<file path="config.mk">
export PLATFORM = sky130hd
export DESIGN_NAME = instr_decode
export DESIGN_NICKNAME = d
export VERILOG_FILES = /design/src/source/isa_pkg.sv /design/src/source/exec_pkg.sv /design/src/source/opcode_decoder.sv /design/src/source/operand_sequencer.sv /design/src/source/instr_decode.sv
export SDC_FILE = /design/constraint.sdc
export NUM_CORES = 1
export LEC_CHECK = 0
export BUFFER_PORTS_ARGS = -buffer_cell sky130_fd_sc_hd__buf_2
export CAP_MARGIN = 25
export CORE_MARGIN = 4
export CORE_UTILIZATION = 40
export DETAILED_ROUTE_END_ITERATION = 12
export PLACE_DENSITY = 0.68
export SLEW_MARGIN = 10
export SYNTH_ARGS = -nofsm -noshare
export SYNTH_HDL_FRONTEND = slang
export SYNTH_SLANG_ARGS = --single-unit
</file>
<file path="constraint.sdc">
create_clock -name clk -period 4 [get_ports clk]
set_clock_uncertainty 0.1 [all_clocks]
set_input_delay 0.4 -clock clk [delete_from_list [all_inputs] [get_ports clk]]
set_output_delay 0.4 -clock clk [all_outputs]
set_load 0.1 [all_outputs]
</file>
<file path="src/source/isa_pkg.sv">
package isa_pkg;

    localparam int INST_W       = 8;
    localparam int REG_IDX_W    = 3;
    localparam int IMM_W        = 8;
    localparam int ADDR_HI_W    = 2;    // high address bits held in bits 1..0 of the opcode
    localparam int ADDR_W       = ADDR_HI_W + INST_W;
    localparam int IMM_FLAG_BIT = 4;    // alu bytes only

    typedef logic [INST_W-1:0]    inst_t;
    typedef logic [REG_IDX_W-1:0] reg_idx_t;
    typedef logic [ADDR_W-1:0]    addr_t;
    typedef logic [IMM_W-1:0]     imm_t;

    // bits 7..5
    typedef enum logic [2:0] {
        BASE_CTRL = 3'b000,
        BASE_ADD  = 3'b001,
        BASE_SUB  = 3'b010,
        BASE_AND  = 3'b011,
        BASE_OR   = 3'b100,
        BASE_XOR  = 3'b101,
        BASE_LD   = 3'b110,
        BASE_ST   = 3'b111
    } base_op_t;

    // bits 4..3 of a control byte
    typedef enum logic [1:0] {
        CTRL_MISC = 2'b00,
        CTRL_USR  = 2'b01,
        CTRL_JMP  = 2'b10,
        CTRL_CALL = 2'b11
    } ctrl_op_t;

    // bits 2..0 of a misc byte, remaining codes illegal
    typedef enum logic [2:0] {
        MISC_NOP  = 3'b000,
        MISC_RET  = 3'b001,
        MISC_HALT = 3'b010,
        MISC_RST  = 3'b011
    } misc_op_t;

endpackage

</file>
<file path="src/source/exec_pkg.sv">
package exec_pkg;

    typedef enum logic [3:0] {
        EXEC_NOP    = 4'd0,
        EXEC_ADD    = 4'd1,
        EXEC_SUB    = 4'd2,
        EXEC_AND    = 4'd3,
        EXEC_OR     = 4'd4,
        EXEC_XOR    = 4'd5,
        EXEC_MEM_RD = 4'd6,
        EXEC_MEM_WR = 4'd7,
        EXEC_JMP    = 4'd8,
        EXEC_CALL   = 4'd9,
        EXEC_RET    = 4'd10
    } exec_op_t;

    // command to the execute unit, 34 bits
    typedef struct packed {
        exec_op_t          op;
        isa_pkg::reg_idx_t src0;
        logic              src0_rd_en;
        isa_pkg::reg_idx_t src1;
        logic              src1_rd_en;
        isa_pkg::reg_idx_t dst;
        isa_pkg::addr_t    addr;
        isa_pkg::imm_t     imm;
        logic              imm_vld;
    } exec_cmd_t;

    // one-cycle pulses to the cpu controller
    typedef struct packed {
        logic call;
        logic branch;
        logic ret;
        logic soft_rst;
        logic halted;
        logic illegal;
    } cpu_cmd_t;

    // what a single opcode byte tells us
    typedef struct packed {
        exec_op_t                       op;
        isa_pkg::reg_idx_t              src0;
        logic                           src0_rd_en;
        isa_pkg::reg_idx_t              src1;
        logic                           src1_rd_en;
        isa_pkg::reg_idx_t              dst;
        logic                           two_byte;
        logic [isa_pkg::ADDR_HI_W-1:0]  addr_hi;
        logic                           ret;
        logic                           halt;
        logic                           soft_rst;
        logic                           illegal;
    } opcode_info_t;

    localparam exec_cmd_t EXEC_CMD_RST = '0;   // op comes out as EXEC_NOP

endpackage

</file>
<file path="src/source/opcode_decoder.sv">
`timescale 1ns/100ps

module opcode_decoder (
    input  isa_pkg::inst_t         inst,
    output exec_pkg::opcode_info_t info
);

    isa_pkg::base_op_t  base;
    isa_pkg::ctrl_op_t  ctrl;
    isa_pkg::misc_op_t  misc;
    exec_pkg::exec_op_t alu_op;

    assign base = isa_pkg::base_op_t'(inst[7:5]);
    assign ctrl = isa_pkg::ctrl_op_t'(inst[4:3]);
    assign misc = isa_pkg::misc_op_t'(inst[2:0]);

    // alu group maps one to one onto execute ops
    always_comb begin
        case (base)
            isa_pkg::BASE_ADD: alu_op = exec_pkg::EXEC_ADD;
            isa_pkg::BASE_SUB: alu_op = exec_pkg::EXEC_SUB;
            isa_pkg::BASE_AND: alu_op = exec_pkg::EXEC_AND;
            isa_pkg::BASE_OR:  alu_op = exec_pkg::EXEC_OR;
            isa_pkg::BASE_XOR: alu_op = exec_pkg::EXEC_XOR;
            default:           alu_op = exec_pkg::EXEC_NOP;
        endcase
    end

    always_comb begin
        info = '0;
        case (base)
            isa_pkg::BASE_CTRL: begin
                case (ctrl)
                    isa_pkg::CTRL_MISC: begin
                        case (misc)
                            isa_pkg::MISC_NOP: begin
                                info.op = exec_pkg::EXEC_NOP;
                            end
                            isa_pkg::MISC_RET: begin
                                info.op  = exec_pkg::EXEC_RET;
                                info.ret = 1'b1;
                            end
                            isa_pkg::MISC_HALT: begin
                                info.halt = 1'b1;
                            end
                            isa_pkg::MISC_RST: begin
                                info.soft_rst = 1'b1;
                            end
                            default: begin
                                info.illegal = 1'b1;    // old bc codes land here too
                            end
                        endcase
                    end
                    isa_pkg::CTRL_JMP: begin
                        info.op       = exec_pkg::EXEC_JMP;
                        info.two_byte = 1'b1;
                        info.addr_hi  = inst[isa_pkg::ADDR_HI_W-1:0];
                    end
                    isa_pkg::CTRL_CALL: begin
                        info.op       = exec_pkg::EXEC_CALL;
                        info.two_byte = 1'b1;
                        info.addr_hi  = inst[isa_pkg::ADDR_HI_W-1:0];
                    end
                    default: begin
                        info.illegal = 1'b1;    // usr group
                    end
                endcase
            end
            isa_pkg::BASE_LD: begin
                info.op       = exec_pkg::EXEC_MEM_RD;
                info.dst      = inst[4:2];
                info.two_byte = 1'b1;
                info.addr_hi  = inst[isa_pkg::ADDR_HI_W-1:0];
            end
            isa_pkg::BASE_ST: begin
                info.op         = exec_pkg::EXEC_MEM_WR;
                info.src0       = inst[4:2];
                info.src0_rd_en = 1'b1;
                info.two_byte   = 1'b1;
                info.addr_hi    = inst[isa_pkg::ADDR_HI_W-1:0];
            end
            default: begin
                // alu, register fields are only two bits wide
                info.op         = alu_op;
                info.src0       = isa_pkg::reg_idx_t'(inst[3:2]);
                info.src0_rd_en = 1'b1;
                info.dst        = isa_pkg::reg_idx_t'(inst[1:0]);
                info.two_byte   = inst[isa_pkg::IMM_FLAG_BIT];
                if (!inst[isa_pkg::IMM_FLAG_BIT]) begin
                    info.src1       = isa_pkg::reg_idx_t'(inst[1:0]);
                    info.src1_rd_en = 1'b1;
                end
            end
        endcase
    end

endmodule

</file>
<file path="src/source/operand_sequencer.sv">
`timescale 1ns/100ps

module operand_sequencer (
    input  logic                   clk,
    input  logic                   reset_,
    input  logic                   decode_en,
    input  isa_pkg::inst_t         inst,
    input  exec_pkg::opcode_info_t info,
    output exec_pkg::exec_cmd_t    exec_cmd,
    output logic                   exec_en,
    output exec_pkg::cpu_cmd_t     cpu_cmd
);

    typedef enum logic {
        OPCODE,
        OPERAND
    } seq_state_t;

    seq_state_t             state;
    seq_state_t             state_next;
    exec_pkg::opcode_info_t pend;       // first byte of a two-byte instruction
    exec_pkg::opcode_info_t sel;
    exec_pkg::exec_cmd_t    cmd_next;
    exec_pkg::cpu_cmd_t     cpu_next;
    logic                   take_opcode;
    logic                   complete;
    logic                   exec_en_next;

    function automatic logic is_alu(exec_pkg::exec_op_t op);
        case (op)
            exec_pkg::EXEC_ADD,
            exec_pkg::EXEC_SUB,
            exec_pkg::EXEC_AND,
            exec_pkg::EXEC_OR,
            exec_pkg::EXEC_XOR: is_alu = 1'b1;
            default:            is_alu = 1'b0;
        endcase
    endfunction

    function automatic logic writes_dst(exec_pkg::exec_op_t op);
        writes_dst = is_alu(op) || (op == exec_pkg::EXEC_MEM_RD);
    endfunction

    always_comb begin
        sel         = (state == OPERAND) ? pend : info;
        take_opcode = decode_en && (state == OPCODE) && info.two_byte;
        complete    = decode_en &&
                      ((state == OPERAND) || (!info.illegal && !info.two_byte));
        state_next  = state;
        if (take_opcode)
            state_next = OPERAND;
        else if (decode_en && (state == OPERAND))
            state_next = OPCODE;
    end

    // merge into the held command, undefined fields keep their value
    always_comb begin
        cmd_next = exec_cmd;
        if (complete) begin
            cmd_next.op         = sel.op;
            cmd_next.src0_rd_en = sel.src0_rd_en;
            cmd_next.src1_rd_en = sel.src1_rd_en;
            cmd_next.imm_vld    = sel.two_byte && is_alu(sel.op);
            if (sel.src0_rd_en)
                cmd_next.src0 = sel.src0;
            if (sel.src1_rd_en)
                cmd_next.src1 = sel.src1;
            if (writes_dst(sel.op))
                cmd_next.dst = sel.dst;
            if (sel.two_byte) begin
                case (sel.op)
                    exec_pkg::EXEC_MEM_RD,
                    exec_pkg::EXEC_MEM_WR: begin
                        cmd_next.addr = {sel.addr_hi, inst};
                    end
                    exec_pkg::EXEC_JMP,
                    exec_pkg::EXEC_CALL: begin
                        cmd_next.addr = {sel.addr_hi, inst};
                        cmd_next.imm  = inst;
                    end
                    default: begin
                        cmd_next.imm = inst;    // alu immediate
                    end
                endcase
            end
        end
    end

    always_comb begin
        cpu_next          = '0;
        cpu_next.call     = complete && (sel.op == exec_pkg::EXEC_CALL);
        cpu_next.branch   = complete && (sel.op == exec_pkg::EXEC_JMP);
        cpu_next.ret      = complete && sel.ret;
        cpu_next.halted   = complete && sel.halt;
        cpu_next.soft_rst = complete && sel.soft_rst;
        cpu_next.illegal  = decode_en && (state == OPCODE) && info.illegal;
        exec_en_next      = complete && !sel.halt && !sel.soft_rst;
    end

    always_ff @(posedge clk) begin
        if (!reset_) begin
            state    <= OPCODE;
            exec_cmd <= exec_pkg::EXEC_CMD_RST;
            exec_en  <= 1'b0;
            cpu_cmd  <= '0;
        end else begin
            state    <= state_next;
            exec_cmd <= cmd_next;
            exec_en  <= exec_en_next;
            cpu_cmd  <= cpu_next;
        end
    end

    // only read while in OPERAND
    always_ff @(posedge clk) begin
        if (take_opcode)
            pend <= info;
    end

endmodule

</file>
<file path="src/source/instr_decode.sv">
`timescale 1ns/100ps

module instr_decode (
    input  logic                clk,
    input  logic                reset_,
    input  logic                decode_en,
    input  isa_pkg::inst_t      inst,
    output exec_pkg::exec_cmd_t exec_cmd,
    output logic                exec_en,
    output exec_pkg::cpu_cmd_t  cpu_cmd
);

    exec_pkg::opcode_info_t info;   // classification of the byte on inst

    opcode_decoder opcode_decoder_inst (
        .inst (inst),
        .info (info)
    );

    operand_sequencer operand_sequencer_inst (
        .clk       (clk),
        .reset_    (reset_),
        .decode_en (decode_en),
        .inst      (inst),
        .info      (info),
        .exec_cmd  (exec_cmd),
        .exec_en   (exec_en),
        .cpu_cmd   (cpu_cmd)
    );

endmodule

</file>
==> results of run 1 <==
-- cell families (layout without fill, tap and decap cells) --
kind of cell | Yosys count | in the layout
simple gates | 102 | 102
flops | 61 | 61
buf+inv | 27 | 79
mux | 35 | 35
other cells | 1 | 1
compound gates | 44 | 44
fa+ha+maj | 3 | 3
-- worst register-to-register path: cells and delay by family, from the launching register on --
kind,cells,cell delay (ns)
AO/OA/AOI/OAI,4,0.57
AND/OR/NAND/NOR,2,0.93
flip-flops,1,0.45
-- final cells by class --
class | count | area (um2) | share of cell area
Clock buffer | 12 | 155 | 0.0463
Clock inverter | 4 | 93.8 | 0.0280
Inverter | 10 | 37.5 | 0.0112
Multi-Input combinational cell | 185 | 1250 | 0.373
Sequential cell | 61 | 1420 | 0.424
Tap cell | 96 | 120 | 0.0358
Timing Repair Buffer | 53 | 273 | 0.0814
-- per-layer routing --
layer  vias to the layer above  share of wire  wire length, um
met3                        13          0.064              403
met4                         0          0.018              115
met5                         -              0                0
met1                       981           0.45             2850
li1                       1041              -                -
met2                        62           0.47             2930
-- sequential cells by signal, indices dropped and copies added (netlist names) --
name	flops
operand_sequencer_inst.exec_en	1
operand_sequencer_inst.pend	20
operand_sequencer_inst.cpu_cmd	6
operand_sequencer_inst.exec_cmd	33
operand_sequencer_inst.state	1
-- worst paths after layout --
kind | from | end | slack [ns] | cells after the start
max | inst[6] | operand_sequencer_inst.exec_cmd[21]$_SDFFE_PN0P_ | 1.73 | 9
min | inst[2] | operand_sequencer_inst.exec_cmd[11]$_SDFFE_PN0P_ | 0.32 | 3
max reg2reg | operand_sequencer_inst.state$_SDFFE_PN0P_ | operand_sequencer_inst.exec_cmd[21]$_SDFFE_PN0P_ | 1.80 | 6
min reg2reg | operand_sequencer_inst.exec_cmd[31]$_SDFFE_PN0P_ | operand_sequencer_inst.exec_cmd[31]$_SDFFE_PN0P_ | 0.35 | 2
-- per-stage QoR --
step	total power (uW)	area, um2	cells	worst slack, ns
after detailed placement	926	3100	405	1.39
after global placement	922	3100	405	1.48
after floorplan	878	2790	273	1.52
final	1590	3350	421	1.73
after CTS	1600	3350	421	1.74
after global routing	1650	3350	421	1.51
-- Yosys cell counts, drive strengths merged, types with 2 or more instances --
| cell | instances |
|---|---|
| inv | 10 |
| nand3 | 5 |
| a41o | 2 |
| buf | 8 |
| a211o | 2 |
| or3 | 3 |
| a22o | 4 |
| nor3 | 4 |
| and2 | 5 |
| nor2 | 33 |
| nand2 | 39 |
| nor4 | 2 |
| a211oi | 2 |
| edfxtp | 20 |
| a21oi | 17 |
| nor2b | 2 |
| o21ai | 7 |
| or2 | 2 |
| mux2 | 9 |
| and3 | 3 |
| dfxtp | 41 |
| ha | 3 |
| clkbuf | 9 |
| mux2i | 26 |
-- power groups by stage --
stage	registers [uW]	logic, uW	clock network (uW)
finish	675	237	678
detailed placement	689	237	0
floorplan	762	116	0
global placement	688	235	0
global route	677	256	720
CTS	675	238	688
==> run metrics, run 1 <==
first-pass GRT wire length=about 11000 um; sequential area share after synthesis=0.509; Compound-Gate Fraction of Synth Area=0.126; routability cong.=between 0.8 and 0.9; most common cell after layout, fill and taps aside=buf_2; Initial Util=0.411; Post-Synth XOR/XNOR Area=0; drt via density=~5.0; Seq pwr share=0.425; WP buf/inv=2; post-cts sizing count=0; gr busiest metal=met2; synth warn=0; IO Pins=52; DRC viols=0; Hold WS=about 0.32 ns; CP required=roughly 4 ns; sw power=420 uW; CP Class=in2reg; Setup crit start kind=input port; clk buf depth=2; clock root buffer=clkbuf_8; vias in the first global route=2042; Setup TNS=0 ns; I/O Buffers=50; VDD IR max=0.258 mV; Sink Count=61; HPWL Detailed=about 4600 um; GRT overflow=0; Simple-Gate Fraction of Synth Area=0.178; CTS tree=built; RSZ-0062 raised after global routing=no; Max Fclk=roughly 0.44 GHz; Post-synth EDFFs=20; die span in y=91.5 um; DR WL/cell=about 15 um; delay-heaviest family, CP=compound AO/OA/AOI/OAI gates; crit end category=register; initial antenna violation count=0; Cell Area, Synth=around 0.0028 mm2; maxcap violations=0; Synth area leader=dfxtp_1; Hold-fix buffers, CTS=0; largest net degree at the start of global routing=30; setup bufs post-CTS=0; Tot GR Track Use=0.161; minimum clock period=around 2.3 ns; Synth Net Count=approximately 290; Nets=about 330; period utilisation layout=0.568; M3 GR Usage=0.0331; Chip Width=91.5 um; M2 GR Usage=0.245; most frequent cells in the layout=50 x buf_2, 41 x dfxtp_1, 39 x nand2_1, 33 x nor2_1, 26 x mux2i_1; Fin. Hold Viols=0; Power Dens Cells=around 470 mW/mm2; slowest CP cell=or3_1; first-pass iteration count of the detailed router=4; Clock Latency Late Sink=~0.33 ns; Worst Path Arrival=2.36 ns; final core utilization=0.493; crit path cell chain=buf_2 > inv_1 > ha_1 > a21oi_1 > o21ai_0 > a32oi_2 > or3_1 > a21oi_2 > a311oi_2; clock power share=0.426; slew margin rel.=0.519; Synth Register Bits=between 60 and 70; Crit Path Max Fanout=14; Synth Area in Adders=0.0135; Fill cells=around 630; Clock transition at path regs=roughly 0.070 ns; core area=between 0.006 and 0.007 mm2; Synth cell types=50; Synth-to-Final Area Change=20.1%; ant diodes=0; CTS buffer count=9; Synth Flop Type=dfxtp_1; status=complete, no violations; drt total wl=around 6300 um; FFs w/ async S/R, synth=0; H-tree depth=3; Cell Rows=30; Antenna Violating Nets Remaining=0; Pleak=around 0.0016 uW; final slew viol count=0; Hold WC Path Type=in2reg; initial DRC count=211; CP peak stage delay=0.53 ns; Sw Share=0.264; Int Pwr=1170 uW; Slew @ Worst Pin=0.721 ns; Via Count=around 2100; Setup Viol. Count Final=0; largest family of logic cells by synthesized area=simple AND/OR/NAND/NOR gates; Cells after Synth=~270; Gate power share=0.149; Syn Area/Cell=slightly above 10 um2; share of layout cells above drive strength 1=0.277; GRT met1 Usage=0.218; post-synthesis mux area share=0.130; Synth top area share=0.294; die footprint=0.00838 mm2; largest cells by area after synthesis=dfxtp_1 29%, edfxtp_1 22%, mux2i_1 9.3%
Power figures use the tool's default switching activity.
==> run 2: changes to the inputs <==
--- a/config.mk
+++ b/config.mk
@@ -5,12 +5,13 @@
 export SDC_FILE = /design/constraint.sdc
 export NUM_CORES = 1
 export LEC_CHECK = 0
+export ABC_AREA = 1
 export BUFFER_PORTS_ARGS = -buffer_cell sky130_fd_sc_hd__buf_2
 export CAP_MARGIN = 25
 export CORE_MARGIN = 4
 export CORE_UTILIZATION = 40
 export DETAILED_ROUTE_END_ITERATION = 12
-export PLACE_DENSITY = 0.68
+export PLACE_DENSITY = 0.7
 export SLEW_MARGIN = 10
 export SYNTH_ARGS = -nofsm -noshare
 export SYNTH_HDL_FRONTEND = slang
==> constraint.sdc (replaced) <==
create_clock -name clk -period 2 [get_ports clk]
set_clock_uncertainty 0.1 [all_clocks]
set_input_delay 0.2 -clock clk [delete_from_list [all_inputs] [get_ports clk]]
set_output_delay 0.2 -clock clk [all_outputs]
set_load 0.1 [all_outputs]
==> run metrics, run 2 <==
first-pass iteration count of the detailed router=4; Hold WC Path Type=in2reg; die span in y=between 80 and 90 um; post-synthesis mux area share=0; Cell Area, Synth=approximately 0.0027 mm2; DRC viols=0; Simple-Gate Fraction of Synth Area=0.248; Synth Register Bits=slightly above 60; largest net degree at the start of global routing=30; slowest CP cell=dfxtp_1; Compound-Gate Fraction of Synth Area=0.124; Antenna Violating Nets Remaining=0; GRT met1 Usage=0.216; Synth-to-Final Area Change=20.4%; period utilisation layout=0.890; H-tree depth=3; Max Fclk=about 0.56 GHz; minimum clock period=approximately 1.8 ns; count leader, synth=nand2_1; max reg flops=33; initial DRC count=146; CP Class=reg2reg; Post-Synth XOR/XNOR Area=0; largest family of logic cells by synthesized area=simple AND/OR/NAND/NOR gates; Clock transition at path regs=approximately 0.060 ns; GRT overflow=0; Synth Area in Adders=0.0141; crit end category=register; Setup crit start kind=register; Placed Instances=442; CP required=2.13 ns; Syn Area/Cell=8.38 um2; FFs w/ async S/R, synth=0; status=complete, no violations; synth warn=0; maxcap violations=0; Sink Count=just over 60; clk buf depth=2; RSZ-0062 raised after global routing=no; Synth cell types=34; Pleak=~0.0015 uW; M3 GR Usage=0.0438; Seq. cell area=0.00142 mm2; I/O Buffers=50; Gate power share=0.193; Seq pwr share=0.462; Crit Path Max Fanout=20; Synth Net Count=332; Synth Flop Type=dfxtp_1; Setup Viol. Count Final=0; Commonest cells post-synth=67 x nand2_1, 41 x dfxtp_1, 37 x nor2_1, 30 x inv_1, 22 x a21oi_1; clock power share=0.345; Sw Share=0.314; DR WL/cell=roughly 13 um; vias in the first global route=slightly above 2000; CP peak stage delay=around 0.33 ns; Clock Latency Late Sink=approximately 0.34 ns; Hold Crit Depth=3; largest cells by area after synthesis=dfxtp_1 31%, edfxtp_1 23%, nand2_1 9.4%; VDD IR max=roughly 0.67 mV; M2 GR Usage=0.231; largest registers=operand_sequencer_inst.exec_cmd x33, operand_sequencer_inst.pend x20, operand_sequencer_inst.cpu_cmd x6; Synth area leader=dfxtp_1; FF-to-FF Start=operand_sequencer_inst.state$_SDFFE_PN0P_; Critical R2R Capture=operand_sequencer_inst.exec_cmd[12]$_SDFFE_PN0P_; WP buf/inv=4; Initial Util=0.415; routability cong.=between 0.8 and 0.9; die footprint=approximately 0.008 mm2; Setup TNS=0 ns; first-pass GRT wire length=9730 um; most common cell after layout, fill and taps aside=nand2_1; gr busiest metal=met2; Hold WS=between 0.03 and 0.04 ns; Most flops, register=operand_sequencer_inst.exec_cmd; Int Pwr=2020 uW; CTS tree=built; most frequent cells in the layout=67 x nand2_1, 50 x buf_2, 41 x dfxtp_1, 36 x nor2_1, 30 x inv_1; final std cells w/o fill=around 460; drt via density=~4.8; share of layout cells above drive strength 1=0.270; worst reg-to-reg path cell count=11; Nets=390; delay-heaviest family, CP=simple AND/OR/NAND/NOR gates; Cells after Synth=~320; Fill cells=~610; IO Pins=52; clock root buffer=clkbuf_8; Hold Crit Start=inst[2]; ant diodes=0; core area=0.00642 mm2; Post-synth EDFFs=20; multi-input logic area=approximately 0.0010 mm2; drt total wl=slightly above 6000 um; initial antenna violation count=0; Power Dens Cells=a little over 900 mW/mm2; Synth top area share=0.308; Tot GR Track Use=0.161; HPWL Detailed=4340 um; setup bufs post-CTS=0; CTS buffer count=9; final slew viol count=0; sw power=a little over 900 uW; Cell Rows=29; Worst Path Arrival=roughly 1.9 ns; Chip Width=about 90 um; R2R setup slack=0.22 ns; Fin. Hold Viols=0; crit path cell chain=inv_2 > buf_4 > nand2_1 > nand2_2 > inv_1 > nand3_2 > nand2_1 > nand2_2 > inv_2 > nor2_1 > nor2_1; sequential area share after synthesis=0.534; hold endpoint=operand_sequencer_inst.exec_cmd[11]$_SDFFE_PN0P_; Via Count=about 2200
==> run 2: changes by cell type after synthesis, moves of 6 or more <==
cell     before  now
o21ai_0       2   15
mux2i_1      26    0
o21ai_1       3   16
mux2_2        9    0
nand2_2       0    9
inv_1        10   30
nand2_1      39   67
inv_2         0    7
a21oi_1      16   22
==> run 2: final cells by class <==
type / instances / share of cell area
clock buffer: 15 / 0.0554
clock inverter: 1 / 0.00156
inverter: 38 / 0.0453
multi-input combinational: 208 / 0.323
sequential: 61 / 0.443
tap: 77 / 0.0300
timing repair buffer: 58 / 0.102
==> run 2: what timing repair did <==
action,4_1_cts,5_1_grt
gates resized for setup,0,1
setup endpoints to repair,0,1
hold buffers,0,0
==> run 2: worst min-delay path, stage by stage <==
cell and delay (ns):
buf_2 0.09, o21ai_1 0.07, nor2_1 0.07
==> run 2: logic make-up (layout without fill, tap and decap cells) <==
kind of cell               Yosys count  after routing
and+or+nand+nor                    143            143
AOI/OAI and AO/OA                   61             61
DFF                                 61             61
buffers and inverters               49            112
adders and majority gates            3              3
other                                1              1
==> run 2: layer usage <==
layer | routed length, um | up-vias | share of wire
met3 | 525 | 15 | 0.087
met4 | 163 | 0 | 0.027
li1 | - | 1144 | -
met1 | 2880 | 953 | 0.48
met2 | 2480 | 78 | 0.41
met5 | 0 | - | 0
==> run 2: how the worst max path moves through the flow <==
stage	startpoint	endpoint	slack, ns	cells after the start
global route	operand_sequencer_inst.state$_SDFFE_PN0P_	operand_sequencer_inst.exec_cmd[10]$_SDFFE_PN0P_	0.02	11
global placement	inst[6]	operand_sequencer_inst.exec_cmd[20]$_SDFFE_PN0P_	0.09	13
detailed placement	inst[6]	operand_sequencer_inst.exec_cmd[20]$_SDFFE_PN0P_	0.06	13
finish	operand_sequencer_inst.state$_SDFFE_PN0P_	operand_sequencer_inst.exec_cmd[12]$_SDFFE_PN0P_	0.22	11
CTS	operand_sequencer_inst.state$_SDFFE_PN0P_	operand_sequencer_inst.exec_cmd[12]$_SDFFE_PN0P_	0.19	10
floorplan	operand_sequencer_inst.state$_SDFFE_PN0P_	operand_sequencer_inst.pend[10]$_DFFE_PP_	0.28	4
==> run 2: through the flow <==
stage          setup WS, ns  power (uW)  instance area, um2  utilization
4_1_cts               0.192        2970                3200        0.499
3_3_place_gp         0.0882        1940                3020        0.470
6_report              0.220        2940                3210        0.499
5_1_grt              0.0152        3070                3210        0.499
3_5_place_dp         0.0622        1950                3020        0.470
2_1_floorplan         0.280        1830                2670            -
==> run 2: power groups by stage <==
stage                     Clock, uW  Sequential [uW]  Combinational (uW)
final                          1010             1360                 568
after global placement            0             1380                 558
after floorplan                   0             1610                 223
after detailed placement          0             1390                 565
after CTS                      1040             1360                 568
after global routing           1090             1360                 611
==> run 3: changes to the inputs <==
--- a/config.mk
+++ b/config.mk
@@ -6,11 +6,14 @@
 export NUM_CORES = 1
 export LEC_CHECK = 0
 export ABC_AREA = 1
+export ABC_CLOCK_PERIOD_IN_PS = 2000
 export BUFFER_PORTS_ARGS = -buffer_cell sky130_fd_sc_hd__buf_2
 export CAP_MARGIN = 25
+export CORE_ASPECT_RATIO = 0.75
 export CORE_MARGIN = 4
 export CORE_UTILIZATION = 40
 export DETAILED_ROUTE_END_ITERATION = 12
+export GPL_TIMING_DRIVEN = 0
 export PLACE_DENSITY = 0.7
 export SLEW_MARGIN = 10
 export SYNTH_ARGS = -nofsm -noshare
==> run metrics, run 3 (same netlist as run 2, synthesis figures left out) <==
CTS tree=built; Seq pwr share=0.459; slowest CP cell=dfxtp_2; routability cong.=between 0.7 and 0.8; Power Dens Cells=924 mW/mm2; crit path cell chain=inv_2 > or2_2 > nand2_1 > nand3_2 > nand2_1 > nand2_2 > buf_6 > nand2_2 > nand2_1 > a21oi_1; DR WL/cell=between 10 and 15 um; final std cells w/o fill=~460; Worst Path Arrival=slightly below 2 ns; sw power=approximately 950 uW; worst reg-to-reg path cell count=10; drt total wl=6130 um; Hold WS=roughly 0.013 ns; largest net degree at the start of global routing=22; Sw Share=0.320; Initial Util=0.417; clock root buffer=clkbuf_8; Critical Path Most Common Cell=nand2_1; largest registers=operand_sequencer_inst.exec_cmd x33, operand_sequencer_inst.pend x20, operand_sequencer_inst.cpu_cmd x6; die span in y=roughly 79 um; Clock transition at path regs=0.07 ns; initial DRC count=roughly 110; Sink Count=61; RSZ-0062 raised after global routing=no; Setup crit start kind=register; Final Power=approximately 3000 uW; Slew @ Worst Pin=between 0.6 and 0.7 ns; Fin. Hold Viols=0; slew margin rel.=0.596; most frequent cells in the layout=67 x nand2_1, 51 x buf_2, 40 x dfxtp_1, 36 x nor2_1, 30 x inv_1; status=complete, no violations; Setup Viol. Count Final=0; Chip Width=between 100 and 150 um; Synth-to-Final Area Change=20.3%; Int Pwr=2020 uW; most common cell after layout, fill and taps aside=nand2_1; Clock Latency Late Sink=around 0.34 ns; IO Pins=52; Placed Instances=between 400 and 500; first-pass iteration count of the detailed router=4; Hold-fix buffers, CTS=0; core area=about 0.0064 mm2; GRT overflow=0; H-tree depth=3; Cell Rows=25; initial antenna violation count=0; CP peak stage delay=between 0.3 and 0.4 ns; Setup TNS=0 ns; Pleak=approximately 0.0015 uW; Most flops, register=operand_sequencer_inst.exec_cmd; CTS buffer count=9; DRC viols=0; ant diodes=0; period utilisation layout=0.899; clock power share=0.352; drt via density=between 4 and 5; Nets=390; vias in the first global route=about 2100; I/O Buffers=between 40 and 50; CP required=~2.2 ns; crit end category=register; Tot GR Track Use=0.165; minimum clock period=around 1.8 ns; Crit Path Max Fanout=12; Hold WC Path Type=in2reg; Max Fclk=between 0.5 and 0.6 GHz; first-pass GRT wire length=a little over 10000 um; HPWL Detailed=between 4000 and 5000 um; Antenna Violating Nets Remaining=0; share of layout cells above drive strength 1=0.268; VDD IR max=about 0.48 mV; Gate power share=0.188; Hold Crit Depth=3; Via Count=approximately 2200; clk buf depth=2; maxcap violations=0; final slew viol count=0; max reg flops=33; CP Class=reg2reg; die footprint=0.00804 mm2
-- run 3: area by class of cell --
class	count	area [um2]
clock inverters	4	50.0
flip-flops and latches	61	1420
multi-input cells	208	1050
plain buffers	10	61.3
clock buffers	11	131
well taps	81	101
repair buffers	48	240
fillers	643	3180
inverters	38	150
-- run 3: per-layer routing --
| layer | vias to the layer above | global-route usage | routed length (um) |
|---|---|---|---|
| met3 | 13 | 0.0568 | 382 |
| met2 | 49 | 0.250 | 2760 |
| met5 | - | 0 | 0 |
| met4 | 0 | 0.0668 | 134 |
| met1 | 1000 | 0.214 | 2860 |
| li1 | 1149 | - | - |
-- run 3: worst max-delay path: cells and delay by family, from the launching register on --
kind	cells	cell delay (ns)
AND/OR/NAND/NOR	7	0.85
flip-flops	1	0.39
buffers and inverters	2	0.27
AO/OA/AOI/OAI	1	0.12
-- run 3: timing repair --
item / in CTS / in global routing
setup endpoints to repair: 24 / 17
gates resized for setup: 3 / 2
setup buffers: 0 / 0
-- run 3: final timing paths --
kind,start,to,slack (ns)
setup reg to reg,operand_sequencer_inst.state$_SDFFE_PN0P_,operand_sequencer_inst.exec_cmd[18]$_SDFFE_PN0P_,0.20
hold / removal,inst[2],operand_sequencer_inst.exec_cmd[11]$_SDFFE_PN0P_,0.01
hold reg to reg,operand_sequencer_inst.exec_cmd[23]$_SDFFE_PN0P_,operand_sequencer_inst.exec_cmd[23]$_SDFFE_PN0P_,0.34
setup / recovery,operand_sequencer_inst.state$_SDFFE_PN0P_,operand_sequencer_inst.exec_cmd[18]$_SDFFE_PN0P_,0.20
-- run 3: through the flow --
step | setup WS (ns) | utilization | area [um2]
2_1_floorplan | 0.280 | - | 2670
3_3_place_gp | -0.138 | 0.471 | 3010
3_5_place_dp | -0.165 | 0.471 | 3010
4_1_cts | 0.0657 | 0.501 | 3200
5_1_grt | 0.0227 | 0.502 | 3200
6_report | 0.203 | 0.502 | 3200
-- run 3: power by group through the flow --
stage / Sequential (uW) / Clock (uW) / Combinational [uW]
floorplan: 1610 / 0 / 223
global placement: 1390 / 0 / 548
detailed placement: 1390 / 0 / 554
CTS: 1360 / 1060 / 558
global route: 1370 / 1130 / 606
finish: 1360 / 1040 / 558
